===== config.mk =====
export PLATFORM = sky130hd
export DESIGN_NAME = uart_top
export DESIGN_NICKNAME = d
export VERILOG_FILES = /design/src/uart_pkg.sv /design/src/axis_if.sv /design/src/uart_top.sv /design/src/axis_fifo.sv /design/src/axis_uart_tx.sv /design/src/axis_uart_rx.sv
export SDC_FILE = /design/constraint.sdc
export NUM_CORES = 1
export LEC_CHECK = 0
export ABC_CLOCK_PERIOD_IN_PS = 3500
export BUFFER_PORTS_ARGS = -buffer_cell sky130_fd_sc_hd__buf_2
export CORE_MARGIN = 4
export CORE_UTILIZATION = 30
export CTS_BUF_LIST = sky130_fd_sc_hd__clkbuf_8
export CTS_CLUSTER_DIAMETER = 50
export DETAILED_ROUTE_END_ITERATION = 8
export GPL_TIMING_DRIVEN = 0
export PLACE_DENSITY = 0.54
export SLEW_MARGIN = 10
export SYNTH_ARGS = -nofsm -noshare
export SYNTH_HDL_FRONTEND = slang
export SYNTH_SLANG_ARGS = --single-unit

===== constraint.sdc =====
create_clock -name clk_i -period 3.5 [get_ports clk_i]
set_input_delay 0.7 -clock clk_i [delete_from_list [all_inputs] [get_ports clk_i]]
set_output_delay 0.7 -clock clk_i [all_outputs]
set_load 0.1 [all_outputs]

===== src/uart_pkg.sv =====
/*
 * uart package
 * Shared data word type and the FSM state encodings of the
 * serial receiver and transmitter.
 */
package uart_pkg;

    localparam int unsigned DATA_W = 8;

    typedef logic [DATA_W-1:0] data_t; // one uart data word

    typedef enum logic [2:0] {
        RX_IDLE  = 3'd0,
        RX_START = 3'd1,
        RX_DATA  = 3'd2,
        RX_STOP  = 3'd3,
        RX_WAIT  = 3'd4
    } rx_state_t;

    typedef enum logic [1:0] {
        TX_IDLE  = 2'd0,
        TX_START = 2'd1,
        TX_DATA  = 2'd2,
        TX_STOP  = 2'd3
    } tx_state_t;

endpackage

===== src/axis_if.sv =====
/*
 * AXI-stream link
 * Carries one data word per transfer. A transfer happens in a cycle
 * where tvalid and tready are both high.
 */
`timescale 1ns/1ns

interface axis_if;

    uart_pkg::data_t tdata;
    logic            tvalid;
    logic            tready;

    modport master (
        output tdata,
        output tvalid,
        input  tready
    );

    modport slave (
        input  tdata,
        input  tvalid,
        output tready
    );

endinterface


===== src/uart_top.sv =====
/*
 * uart subsystem
 * Serial receiver into a FIFO read by the host over AXI-stream, and
 * a serial transmitter fed by the host over AXI-stream. A sticky
 * overflow flag records any byte dropped while the FIFO was full.
 */
`timescale 1ns/1ns

module uart_top #(
    parameter int unsigned CLK_FREQ   = 27_000_000,
    parameter int unsigned BAUD_RATE  = 115_200,
    parameter int unsigned FIFO_DEPTH = 8
) (
    input  logic            clk_i,
    input  logic            arstn_i,
    input  logic            uart_rx_i,
    output uart_pkg::data_t m_tdata_o,
    output logic            m_tvalid_o,
    input  logic            m_tready_i,
    input  uart_pkg::data_t s_tdata_i,
    input  logic            s_tvalid_i,
    output logic            s_tready_o,
    output logic            uart_tx_o,
    output logic            overflow_o
);

    axis_if rx_axis ();
    axis_if fifo_out_axis ();
    axis_if tx_axis ();

    logic overflow_q;

    axis_uart_rx #(
        .CLK_FREQ  (CLK_FREQ),
        .BAUD_RATE (BAUD_RATE)
    ) u_uart_rx (
        .clk_i     (clk_i),
        .arstn_i   (arstn_i),
        .uart_rx_i (uart_rx_i),
        .m_axis    (rx_axis.master)
    );

    axis_fifo #(
        .FIFO_DEPTH (FIFO_DEPTH)
    ) u_rx_fifo (
        .clk_i   (clk_i),
        .arstn_i (arstn_i),
        .s_axis  (rx_axis.slave),
        .m_axis  (fifo_out_axis.master)
    );

    axis_uart_tx #(
        .CLK_FREQ  (CLK_FREQ),
        .BAUD_RATE (BAUD_RATE)
    ) u_uart_tx (
        .clk_i     (clk_i),
        .arstn_i   (arstn_i),
        .s_axis    (tx_axis.slave),
        .uart_tx_o (uart_tx_o)
    );

    assign m_tdata_o            = fifo_out_axis.tdata;
    assign m_tvalid_o           = fifo_out_axis.tvalid;
    assign fifo_out_axis.tready = m_tready_i;

    assign tx_axis.tdata  = s_tdata_i;
    assign tx_axis.tvalid = s_tvalid_i;
    assign s_tready_o     = tx_axis.tready;

    always_ff @(posedge clk_i or negedge arstn_i) begin
        if (!arstn_i) begin
            overflow_q <= 1'b0;
        end else if (rx_axis.tvalid && !rx_axis.tready) begin
            overflow_q <= 1'b1; // byte lost, fifo full
        end
    end

    assign overflow_o = overflow_q;

endmodule


===== src/axis_fifo.sv =====
/*
 * AXI-stream FIFO
 * Synchronous circular buffer with first-word fall-through output.
 * A read and a write may happen in the same cycle. Pointers carry
 * one wrap bit to tell full from empty.
 */
`timescale 1ns/1ns

module axis_fifo #(
    parameter int unsigned FIFO_DEPTH = 8
) (
    input  logic   clk_i,
    input  logic   arstn_i,
    axis_if.slave  s_axis,
    axis_if.master m_axis
);

    localparam int unsigned ADDR_W = $clog2(FIFO_DEPTH);
    localparam int unsigned PTR_W  = ADDR_W + 1;

    uart_pkg::data_t  mem [FIFO_DEPTH];
    logic [PTR_W-1:0] wr_ptr;
    logic [PTR_W-1:0] rd_ptr;
    logic             full;
    logic             empty;
    logic             wr_en;
    logic             rd_en;

    assign empty = (wr_ptr == rd_ptr);
    assign full  = (wr_ptr[PTR_W-1] != rd_ptr[PTR_W-1]) &&
                   (wr_ptr[ADDR_W-1:0] == rd_ptr[ADDR_W-1:0]); // same slot, other lap

    assign wr_en = s_axis.tvalid && !full;
    assign rd_en = m_axis.tready && !empty;

    always_ff @(posedge clk_i or negedge arstn_i) begin
        if (!arstn_i) begin
            wr_ptr <= '0;
        end else if (wr_en) begin
            wr_ptr <= wr_ptr + 1'b1;
        end
    end

    always_ff @(posedge clk_i or negedge arstn_i) begin
        if (!arstn_i) begin
            rd_ptr <= '0;
        end else if (rd_en) begin
            rd_ptr <= rd_ptr + 1'b1;
        end
    end

    always_ff @(posedge clk_i) begin
        if (wr_en) begin
            mem[wr_ptr[ADDR_W-1:0]] <= s_axis.tdata;
        end
    end

    assign s_axis.tready = !full;
    assign m_axis.tvalid = !empty;
    assign m_axis.tdata  = mem[rd_ptr[ADDR_W-1:0]]; // head word, no read latency

endmodule


===== src/axis_uart_tx.sv =====
/*
 * uart transmitter
 * Takes one data word per AXI-stream transfer and sends it as an
 * 8N1 frame on the serial line, LSB first. Ready only while idle.
 */
`timescale 1ns/1ns

module axis_uart_tx #(
    parameter int unsigned CLK_FREQ  = 27_000_000,
    parameter int unsigned BAUD_RATE = 115_200
) (
    input  logic  clk_i,
    input  logic  arstn_i,
    axis_if.slave s_axis,
    output logic  uart_tx_o
);

    localparam int unsigned RATIO = CLK_FREQ / BAUD_RATE;
    localparam int unsigned CNT_W = $clog2(RATIO);
    localparam int unsigned BIT_W = $clog2(uart_pkg::DATA_W);

    uart_pkg::tx_state_t state;
    logic [CNT_W-1:0]    baud_cnt;
    logic [BIT_W-1:0]    bit_cnt;
    uart_pkg::data_t     tx_shift;
    logic                ready_q;
    logic                tx_q;
    logic                take;
    logic                baud_done;
    logic                last_bit;

    assign take      = s_axis.tvalid && ready_q;
    assign baud_done = (baud_cnt == CNT_W'(RATIO - 1));
    assign last_bit  = (bit_cnt == BIT_W'(uart_pkg::DATA_W - 1));

    always_ff @(posedge clk_i or negedge arstn_i) begin
        if (!arstn_i) begin
            state   <= uart_pkg::TX_IDLE;
            ready_q <= 1'b0;
            tx_q    <= 1'b1; // line idles high
        end else begin
            case (state)
                uart_pkg::TX_IDLE: begin
                    ready_q <= 1'b1;
                    if (take) begin
                        ready_q <= 1'b0;
                        tx_q    <= 1'b0; // start bit
                        state   <= uart_pkg::TX_START;
                    end
                end
                uart_pkg::TX_START: begin
                    if (baud_done) begin
                        tx_q  <= tx_shift[0];
                        state <= uart_pkg::TX_DATA;
                    end
                end
                uart_pkg::TX_DATA: begin
                    if (baud_done) begin
                        tx_q <= last_bit ? 1'b1 : tx_shift[0];
                        if (last_bit) begin
                            state <= uart_pkg::TX_STOP;
                        end
                    end
                end
                uart_pkg::TX_STOP: begin
                    if (baud_done) begin
                        state <= uart_pkg::TX_IDLE;
                    end
                end
                default: begin
                    state <= uart_pkg::TX_IDLE;
                end
            endcase
        end
    end

    always_ff @(posedge clk_i or negedge arstn_i) begin
        if (!arstn_i) begin
            baud_cnt <= '0;
        end else if ((state == uart_pkg::TX_IDLE) || baud_done) begin
            baud_cnt <= '0;
        end else begin
            baud_cnt <= baud_cnt + 1'b1;
        end
    end

    always_ff @(posedge clk_i or negedge arstn_i) begin
        if (!arstn_i) begin
            bit_cnt <= '0;
        end else if (state != uart_pkg::TX_DATA) begin
            bit_cnt <= '0;
        end else if (baud_done) begin
            bit_cnt <= bit_cnt + 1'b1;
        end
    end

    always_ff @(posedge clk_i) begin
        if (take) begin
            tx_shift <= s_axis.tdata;
        end else if (baud_done && (state != uart_pkg::TX_IDLE)) begin
            tx_shift <= tx_shift >> 1; // next bit to position 0
        end
    end

    assign s_axis.tready = ready_q;
    assign uart_tx_o     = tx_q;

endmodule


===== src/axis_uart_rx.sv =====
/*
 * uart receiver
 * Turns 8N1 frames on the serial line into data words on an
 * AXI-stream master. Short low pulses are rejected at the middle of
 * the start bit, data bits are sampled mid-bit, LSB first. tvalid is
 * a one-cycle pulse and does not wait for tready.
 */
`timescale 1ns/1ns

module axis_uart_rx #(
    parameter int unsigned CLK_FREQ  = 27_000_000,
    parameter int unsigned BAUD_RATE = 115_200
) (
    input  logic   clk_i,
    input  logic   arstn_i,
    input  logic   uart_rx_i,
    axis_if.master m_axis
);

    localparam int unsigned RATIO = CLK_FREQ / BAUD_RATE;
    localparam int unsigned CNT_W = $clog2(RATIO);
    localparam int unsigned BIT_W = $clog2(uart_pkg::DATA_W);

    uart_pkg::rx_state_t state;
    logic [CNT_W-1:0]    baud_cnt;
    logic [BIT_W-1:0]    bit_cnt;
    uart_pkg::data_t     rx_shift;
    logic                half_done;
    logic                baud_done;
    logic                last_bit;
    logic                counting;

    assign counting  = (state == uart_pkg::RX_START) || (state == uart_pkg::RX_DATA) ||
                       (state == uart_pkg::RX_STOP);
    assign half_done = (state == uart_pkg::RX_START) && (baud_cnt == CNT_W'(RATIO / 2 - 1));
    assign baud_done = (baud_cnt == CNT_W'(RATIO - 1));
    assign last_bit  = (bit_cnt == BIT_W'(uart_pkg::DATA_W - 1));

    always_ff @(posedge clk_i or negedge arstn_i) begin
        if (!arstn_i) begin
            state <= uart_pkg::RX_IDLE;
        end else begin
            case (state)
                uart_pkg::RX_IDLE: begin
                    if (!uart_rx_i) begin // falling edge of start bit
                        state <= uart_pkg::RX_START;
                    end
                end
                uart_pkg::RX_START: begin
                    if (half_done) begin
                        state <= uart_rx_i ? uart_pkg::RX_IDLE : uart_pkg::RX_DATA; // glitch check
                    end
                end
                uart_pkg::RX_DATA: begin
                    if (baud_done && last_bit) begin
                        state <= uart_pkg::RX_STOP;
                    end
                end
                uart_pkg::RX_STOP: begin
                    if (baud_done) begin // stop bit not checked
                        state <= uart_pkg::RX_WAIT;
                    end
                end
                uart_pkg::RX_WAIT: begin
                    state <= uart_pkg::RX_IDLE;
                end
                default: begin
                    state <= uart_pkg::RX_IDLE;
                end
            endcase
        end
    end

    always_ff @(posedge clk_i or negedge arstn_i) begin
        if (!arstn_i) begin
            baud_cnt <= '0;
        end else if (!counting || half_done || baud_done) begin
            baud_cnt <= '0; // restart at mid start bit so samples land mid-bit
        end else begin
            baud_cnt <= baud_cnt + 1'b1;
        end
    end

    always_ff @(posedge clk_i or negedge arstn_i) begin
        if (!arstn_i) begin
            bit_cnt <= '0;
        end else if (state != uart_pkg::RX_DATA) begin
            bit_cnt <= '0;
        end else if (baud_done) begin
            bit_cnt <= bit_cnt + 1'b1;
        end
    end

    always_ff @(posedge clk_i) begin
        if ((state == uart_pkg::RX_DATA) && baud_done) begin
            rx_shift <= {uart_rx_i, rx_shift[uart_pkg::DATA_W-1:1]}; // lsb first
        end
    end

    assign m_axis.tdata  = rx_shift;
    assign m_axis.tvalid = (state == uart_pkg::RX_WAIT);

endmodule


Word level (Yosys, flattened, before mapping) --
Memory sizes are Yosys's and may differ from the RTL's. Cells that the tools add are included.
Storage, ports and cells: latch bits 0, memories 1, register bits 54, bits in read-only memories 0, word-level logic and storage cells 101, bits of input ports 13, memory bits (writable) 64, output and inout bits 12
Operators by class: mux-type cells 28, order comparisons 0, multiply operators 0, bitwise gates (word level) 0, reductions and logical operators 27, divide/modulo/power cells 0, $add $sub $neg 6, shift operators 0, equality and inequality tests 26
Memories:
- u_rx_fifo.mem | words 8, bits a word 8, read ports 1, clocked after Yosys merged registers in 0, write ports 1, line axis_fifo.sv:21 | uart_pkg::data_t mem [FIFO_DEPTH];
Operators by type and width (number):
- 2-to-1 mux 8 bit | 4
- 2-to-1 mux 3 bit | 8
- adder 8 x 1 -> 8 bit (second input constant) | 2
- == test 8 bit (second input constant) | 2
- inequality test 2 x 1 -> 1 bit (second input constant) | 7
- 2-to-1 mux 2 bit | 6
- one-hot mux 3 bit (4 select lines) | 1
- == test 3 bit (second input constant) | 3
- logical AND 1 bit | 9
- adder 4 x 1 -> 4 bit (second input constant) | 2
- == test 8 x 7 -> 1 bit (second input constant) | 1
- one-hot mux 2 bit (4 select lines) | 1
- AND reduction 4 bit | 2
- nonzero test 2 bit | 4
- 2-to-1 mux 1 bit | 7
- adder 3 x 1 -> 3 bit (second input constant) | 2
- == test 3 x 2 -> 1 bit (second input constant) | 2
- inequality test 2 bit (second input constant) | 3
- logical OR 1 bit | 5
- AND reduction 5 bit | 1
- == test 2 bit (second input constant) | 2
- == test 4 bit | 1
- == test 3 x 1 -> 1 bit (second input constant) | 1
- == test 3 bit | 1
- other kinds (8) | 10

Longest topological paths before layout --
Gate-level depths: netlist of run 1.
depth in word-level cells 7, gate-level depth with buffers 7, depth with buffers taken out 6

Cells and area by module --
Synthesis of run 1 repeated with hierarchy kept, for this count alone.
Unflattened totals: cells, all modules 334, area, all modules 5355.1 sq um
By module, submodules not included:
- axis_fifo | area each 3074.2 sq um, instances 1, cells each 152, sequential area each 2122.0 sq um
- axis_uart_tx | area each 1196.1 sq um, instances 1, cells each 96, sequential area each 616.8 sq um
- axis_uart_rx | area each 1048.5 sq um, instances 1, cells each 83, sequential area each 590.6 sq um
- uart_top | area each 36.3 sq um, instances 1, cells each 3, sequential area each 25.0 sq um

Worst setup path before layout of run 1 --
Ideal clock, no wire load.
path kind register to register, from register u_rx_fifo.rd_ptr[1], to register u_rx_fifo.rd_ptr[2], data arrival time 2.455 ns, stages on the path, launching flop included 6, required time 3.361 ns, path slack 0.905 ns, clock period less this slack 2.595 ns, buffers on the path 1, cells stage by stage dfrtp_1 -> buf_2 -> xnor2_1 -> nand4_1 -> and3_1 -> xor2_1
On the way: longest elaborated chain between the ends 3
RTL lines:
- start: declaration | line axis_fifo.sv:23 | logic [PTR_W-1:0] rd_ptr;
- start signal: assignment | line axis_fifo.sv:48 | rd_ptr <= rd_ptr + 1'b1;
- == test 4 bit | line axis_fifo.sv:29 | assign empty = (wr_ptr == rd_ptr);
- logical NOT 1 bit
- net m_tvalid_o | line uart_top.sv:18 | output logic m_tvalid_o,
- logical AND 1 bit | line axis_fifo.sv:34 | assign rd_en = m_axis.tready && !empty;
The timed path passes the listed nets, and every way through them passes these cells. A chain may end at the register's enable or synchronous reset.

Final worst setup path of run 1 --
from register u_rx_fifo.rd_ptr[0], to output m_tdata_o[7]
On the way: longest elaborated chain between the ends 1
RTL lines:
- memory read (8 x 8 bit)
- end: declaration | line uart_top.sv:17 | output uart_pkg::data_t m_tdata_o,
No other way between the ends.

==> results of run 1 <==
[registers in the layout (all words and copies together) (netlist names), 2 cells and up]
signal and flops:
u_rx_fifo.mem 64, u_uart_rx.baud_cnt 8, u_uart_rx.m_axis.tdata 8, u_uart_tx.baud_cnt 8
u_uart_tx.tx_shift 8, u_rx_fifo.rd_ptr 4, u_rx_fifo.wr_ptr 4, u_uart_rx.bit_cnt 3
u_uart_rx.state 3, u_uart_tx.bit_cnt 3, u_uart_tx.state 2
[final cells by class]
cell class / count / area, um2 / share of cell area (%)
Clock buffer: 17 / 234 / 3.98
Sequential cell: 118 / 3350 / 57.1
Inverter: 15 / 56.3 / 0.959
Buffer: 10 / 56.3 / 0.959
Timing Repair Buffer: 26 / 135 / 2.30
Tap cell: 220 / 275 / 4.69
Multi-Input combinational cell: 181 / 1590 / 27.1
Clock inverter: 15 / 168 / 2.85
[metal layers]
metal | GRT usage, % | wire length (um)
met5 | 0 | 0
met4 | 3.62 | 55
met3 | 3.87 | 481
met2 | 17.0 | 4470
met1 | 12.7 | 3900
[cell usage in the layout, fill, tap and decap left out, drive strengths merged, types with 2 or more instances in the layout]
| cell | instances |
|---|---|
| mux2 | 19 |
| nor2 | 36 |
| inv | 23 |
| mux4 | 16 |
| clkbuf | 20 |
| mux2i | 6 |
| nand2b | 3 |
| nor4 | 2 |
| nand3 | 12 |
| o221ai | 2 |
| and3 | 3 |
| xor2 | 5 |
| a21oi | 2 |
| edfxtp | 80 |
| buf | 33 |
| o21ai | 2 |
| clkinv | 4 |
| xnor2 | 19 |
| nor3 | 7 |
| nand2 | 13 |
| ha | 16 |
| nand4 | 3 |
| dfrtp | 37 |
| or4 | 2 |
| bufinv | 2 |
[worst max path at each step]
| stage | from | end | slack [ps] | depth (start not counted) |
|---|---|---|---|---|
| after global placement | u_rx_fifo.rd_ptr[1]$_DFFE_PN0P_ | m_tdata_o[7] | 530 | 5 |
| after global routing | u_rx_fifo.rd_ptr[0]$_DFFE_PN0P_ | m_tdata_o[3] | 260 | 5 |
| after floorplan | u_rx_fifo.rd_ptr[1]$_DFFE_PN0P_ | u_rx_fifo.rd_ptr[2]$_DFFE_PN0P_ | 910 | 5 |
| final | u_rx_fifo.rd_ptr[0]$_DFFE_PN0P_ | m_tdata_o[7] | 400 | 5 |
| after detailed placement | u_rx_fifo.rd_ptr[1]$_DFFE_PN0P_ | m_tdata_o[7] | 520 | 5 |
| after CTS | u_rx_fifo.rd_ptr[1]$_DFFE_PN0P_ | m_tdata_o[7] | 40 | 5 |
[where the power goes]
part	total, mW	switching, mW	internal [mW]
sequential	1.52	0.0167	1.50
clock	1.25	0.598	0.650
combinational	1.17	0.831	0.343
[metrics by stage]
stage,cells,utilization (%)
after floorplan,325,-
after global placement,569,33.0
after detailed placement,571,33.1
after CTS,603,35.6
after global routing,602,35.5
final,602,35.5
[worst max-delay path, cell delays in order, from the launching register on]
cell,delay (ps)
dfrtp_1,370
buf_6,200
buf_4,280
mux4_2,520
mux2_2,300
buf_2,300
[cells by family (layout without fill, tap and decap cells)]
logic type,after synthesis,count (layout),synth area share (%)
adder cells (fa/ha/maj),16,16,3.96
buffers and inverters,26,83,2.30
AO/OA/AOI/OAI,14,14,2.30
XOR/XNOR,24,24,4.16
AND/OR/NAND/NOR,86,86,8.29
multiplexers,41,41,12.6
flip-flops,118,118,66.4
==> flow_summary.toml, run 1 <==
[drt]
drc = 0
drt_iter0_drc = 216
ant_nets = 0
routed_wl_mm = 8.91
wl_per_cell_um = 14.8
vias_per_cell = 4.46
vias = 2685
drtPass1Iterations = 4

[yosys]
ys_seq_elements = 118
synth_nets = 354
yosysTopAreaCellShare_pct = 47.5
yosysTopAreaCell = "edfxtp_1"
synth_edf_count = 80
synth_warnings = 0
postSynth.asyncResetShare_pct = 32.2
synth_area_leaders = "edfxtp_1, dfrtp_1, mux4_2"
synth_ff_type = "edfxtp_1"
postSynthCellCount = 325
synth.distinct_cells = 44
syn_area_um2 = 5050
synth_common_cells = "edfxtp_1, dfrtp_1, nor2_1"
synth.most_common_cell = "edfxtp_1"
synth.avg_cell_area_um2 = 15.6
seq_area_frac_synth_pct = 66.4

[placement]
dp_hpwl_mm = 5.82
io_buffers = 24
dpl_cell_area_um2 = 5480
pre_cts_ws_ps = 519
place_congestion = 0.726

[clocking]
postCtsSetupRepairBufs = 0
cts_buffers = 17
clk_pin_slew_worst_paths_ps = 70
htreeDepth = 4
clock_latency_ps = 430
cts_sinks = 118
cts_tree = "done"
cts_root_buffer = "clkbuf_8"
cts_hold_buf = 0
cts_resized = 0
clockBufferDepth = 2

[global_route]
grt_max_degree = 39
grt_overflow_total = 0
grt_pass1_vias = 2880
grt_pass1_wl_mm = 14.6
grt_usage_pct = 10.4
antenna_found_initial = 0

[final_layout]
fin_area_um2 = 5870
nets = 398
syn_to_final_growth_pct = 16.2
fillers = 1582
antenna_cells = 0
drive_gt1_share_pct = 28.3

[sta]
tightest_slew_ps = 1120
timing.final.crit_share_pct = 88.4
timing.final.ws_setup_ps = 405
fin_skew_ps = 17.9
slew_violations = 0
finalCriticalPeriod_ps = 3100
rsz0062_at_grt = "false"
relSlewSlack_pct = 24.5
final_hold_viol_count = 0
setup_viol = 0
fin_setup_tns_ps = 0
fmax_mhz = 323
fin_hold_ws_ps = 396

[hold_path]
hp-class = "in2async"

[critical_path]
crit-reg2reg-capture = "u_rx_fifo.mem[6][7]$_DFFE_PP_"
worstRegToRegCells = 5
cp_max_fo = 10
cp_data_arrival_time_ps = 2400
cp_data_required_time_ps = 2800
worst-setup-path-type = "reg2out"
rrSetupSlack_ps = 900
end_kind = "output port"
r2r-start = "u_rx_fifo.rd_ptr[1]$_DFFE_PN0P_"
worstSetupStartpointType = "register"

[flow_run]
drv_cap = 0

[run_status]
status = "completed"

[floorplan]
rows = 47
dieArea_um2 = 19000
die_h_um = 138
core-area_um2 = 16500
start_util_pct = 30.6
ios = 25
die_width_um = 138

[power_and_ir_drop]
ir_drop_uv = 432
design_power_total_mw = 3.94
power_density_nw_per_um2 = 671
p_leak_nw = 2.15
No activity file was read; power rests on OpenSTA's default activity.
==> run 2, diff against run 1 <==
--- a/config.mk
+++ b/config.mk
@@ -5,7 +5,7 @@
 export SDC_FILE = /design/constraint.sdc
 export NUM_CORES = 1
 export LEC_CHECK = 0
-export ABC_CLOCK_PERIOD_IN_PS = 3500
+export ABC_CLOCK_PERIOD_IN_PS = 3130
 export BUFFER_PORTS_ARGS = -buffer_cell sky130_fd_sc_hd__buf_2
 export CORE_MARGIN = 4
 export CORE_UTILIZATION = 30
==> constraint.sdc (replaced) <==
create_clock -name clk_i -period 3.13 [get_ports clk_i]
set_input_delay 0.626 -clock clk_i [delete_from_list [all_inputs] [get_ports clk_i]]
set_output_delay 0.626 -clock clk_i [all_outputs]
set_load 0.005 [all_outputs]
==> flow_summary.toml, run 2 (synthesis results as in run 1) <==
[sta]
fin_skew_ps = 19.9
fin_setup_tns_ps = 0
relSlewSlack_pct = 24.5
slew_violations = 0
setup_viol = 0
rsz0062_at_grt = "false"
tightest_slew_ps = 1120
fmax_mhz = 350
final_hold_viol_count = 0
timing.final.crit_share_pct = 91.2
finalCriticalPeriod_ps = 2860

[power_and_ir_drop]
p_leak_nw = 2.15
p_int_mw = 2.79
power_density_nw_per_um2 = 647
ir_drop_uv = 276
power_frac_comb_pct = 18.6
p_sw_mw = 1.01
pwr-share-clk_pct = 36.7
switching_share_pct = 26.7
seqPwrFrac_pct = 44.6

[clocking]
cts_buffers = 17
clk_pin_slew_worst_paths_ps = 70
postCtsSetupRepairBufs = 0
clock_latency_ps = 430
cts_sinks = 118
cts_tree = "done"
htreeDepth = 4
cts_root_buffer = "clkbuf_8"
clockBufferDepth = 2

[critical_path]
crit_buf_inv = 3
cpLargestDelayFamily = "multiplexers"
worst-setup-path-type = "reg2out"
cp_data_required_time_ps = 2500
cp_max_fo = 10
worstSetupStartpointType = "register"
worstPathCellList = "buf_6 -> buf_4 -> mux4_2 -> mux2_2 -> buf_2"
max_stage_delay_ps = 520
cp_slowest_cell = "mux4_2"
cp_data_arrival_time_ps = 2230
end_kind = "output port"
rrSetupSlack_ps = 530

[final_layout]
fin_area_um2 = 5870
antenna_cells = 0
syn_to_final_growth_pct = 16.2
drive_gt1_share_pct = 28.3
largest_reg_flops = 64
layout_commonest_cell = "edfxtp_1"
nets = 398
final_cell_mix = "edfxtp_1, dfrtp_1, nor2_1"
fin_cells = 602

[global_route]
grt_max_degree = 39
grt_overflow_total = 0
grt_pass1_wl_mm = 14.6
grt_usage_pct = 10.3
grt_pass1_vias = 2870
antenna_found_initial = 0

[drt]
ant_nets = 0
routed_wl_mm = 8.88
wl_per_cell_um = 14.7
drc = 0
drt_iter0_drc = 207
drtPass1Iterations = 4
vias = 2684
vias_per_cell = 4.46

[floorplan]
die_width_um = 138
dieArea_um2 = 19000
die_h_um = 138
ios = 25
start_util_pct = 30.6
rows = 47
core-area_um2 = 16500

[hold_path]
hp-class = "in2async"

[run_status]
status = "completed"

[placement]
post-place-cells = 571
dp_hpwl_mm = 5.82
io_buffers = 24
place_congestion = 0.726
dpl_cell_area_um2 = 5480

[flow_run]
drv_cap = 0
==> run 2: area by class of cell <==
class	instances	area, um2
timing repair buffer	26	135
clock buffer	17	234
buffer	10	56.3
inverter	15	56.3
fill	1582	10700
tap	220	275
clock inverter	15	168
multi-input combinational	181	1590
sequential	118	3350
==> run 2: repair_timing <==
action | in CTS | in global routing
endpoints found under the setup margin | 8 | 0
hold buffers | 0 | 0
gates resized for setup | 0 | 0
==> run 2: worst paths after layout <==
| check | endpoint | depth (start not counted) | start |
|---|---|---|---|
| min in group clk_i | u_uart_rx.m_axis.tdata[7]$_DFFE_PP_ | 1 | uart_rx_i |
| max in group asynchronous | u_uart_rx.state[2]$_DFFE_PN0P_ | 1 | arstn_i |
| worst max-delay path | m_tdata_o[7] | 5 | u_rx_fifo.rd_ptr[0]$_DFFE_PN0P_ |
| worst min-delay path | u_uart_tx.state[0]$_DFFE_PN0P_ | 1 | arstn_i |
| worst max register to register | u_rx_fifo.mem[6][7]$_DFFE_PP_ | 5 | u_rx_fifo.rd_ptr[1]$_DFFE_PN0P_ |
| worst min register to register | u_uart_rx.state[1]$_DFFE_PN0P_ | 1 | u_uart_rx.state[2]$_DFFE_PN0P_ |
==> run 2: worst reg2reg max path: cells and delay by family (launching register included) <==
family	cells	cell delay (ps)
AND/OR/NAND/NOR	3	1250
buffers and inverters	1	430
flip-flops	1	350
XOR/XNOR	1	200
==> run 2: per-stage QoR <==
stage,hold slack [ps],total power [mW],utilization (%),worst slack [ps]
2_1_floorplan,330,2.24,-,976
3_3_place_gp,464,2.47,33.0,179
3_5_place_dp,466,2.48,33.1,390
4_1_cts,335,3.87,35.5,198
5_1_grt,391,4.01,35.5,126
6_report,319,3.80,35.5,274
==> run 2: power by group through the flow <==
stage	clock network (mW)	logic (mW)	registers (mW)
after floorplan	0	0.514	1.73
after global placement	0	0.741	1.73
after detailed placement	0	0.747	1.73
after CTS	1.44	0.736	1.70
after global routing	1.52	0.785	1.70
final	1.40	0.709	1.70
==> run 2: layer usage <==
metal  vias to the layer above  share of wire [%]  global-route usage [%]
met3                         6                4.2                    3.87
met2                        42                 49                    16.7
met5                         -                  0                       0
li1                       1292                  -                       -
met4                         0               0.77                    3.62
met1                      1344                 46                    12.7
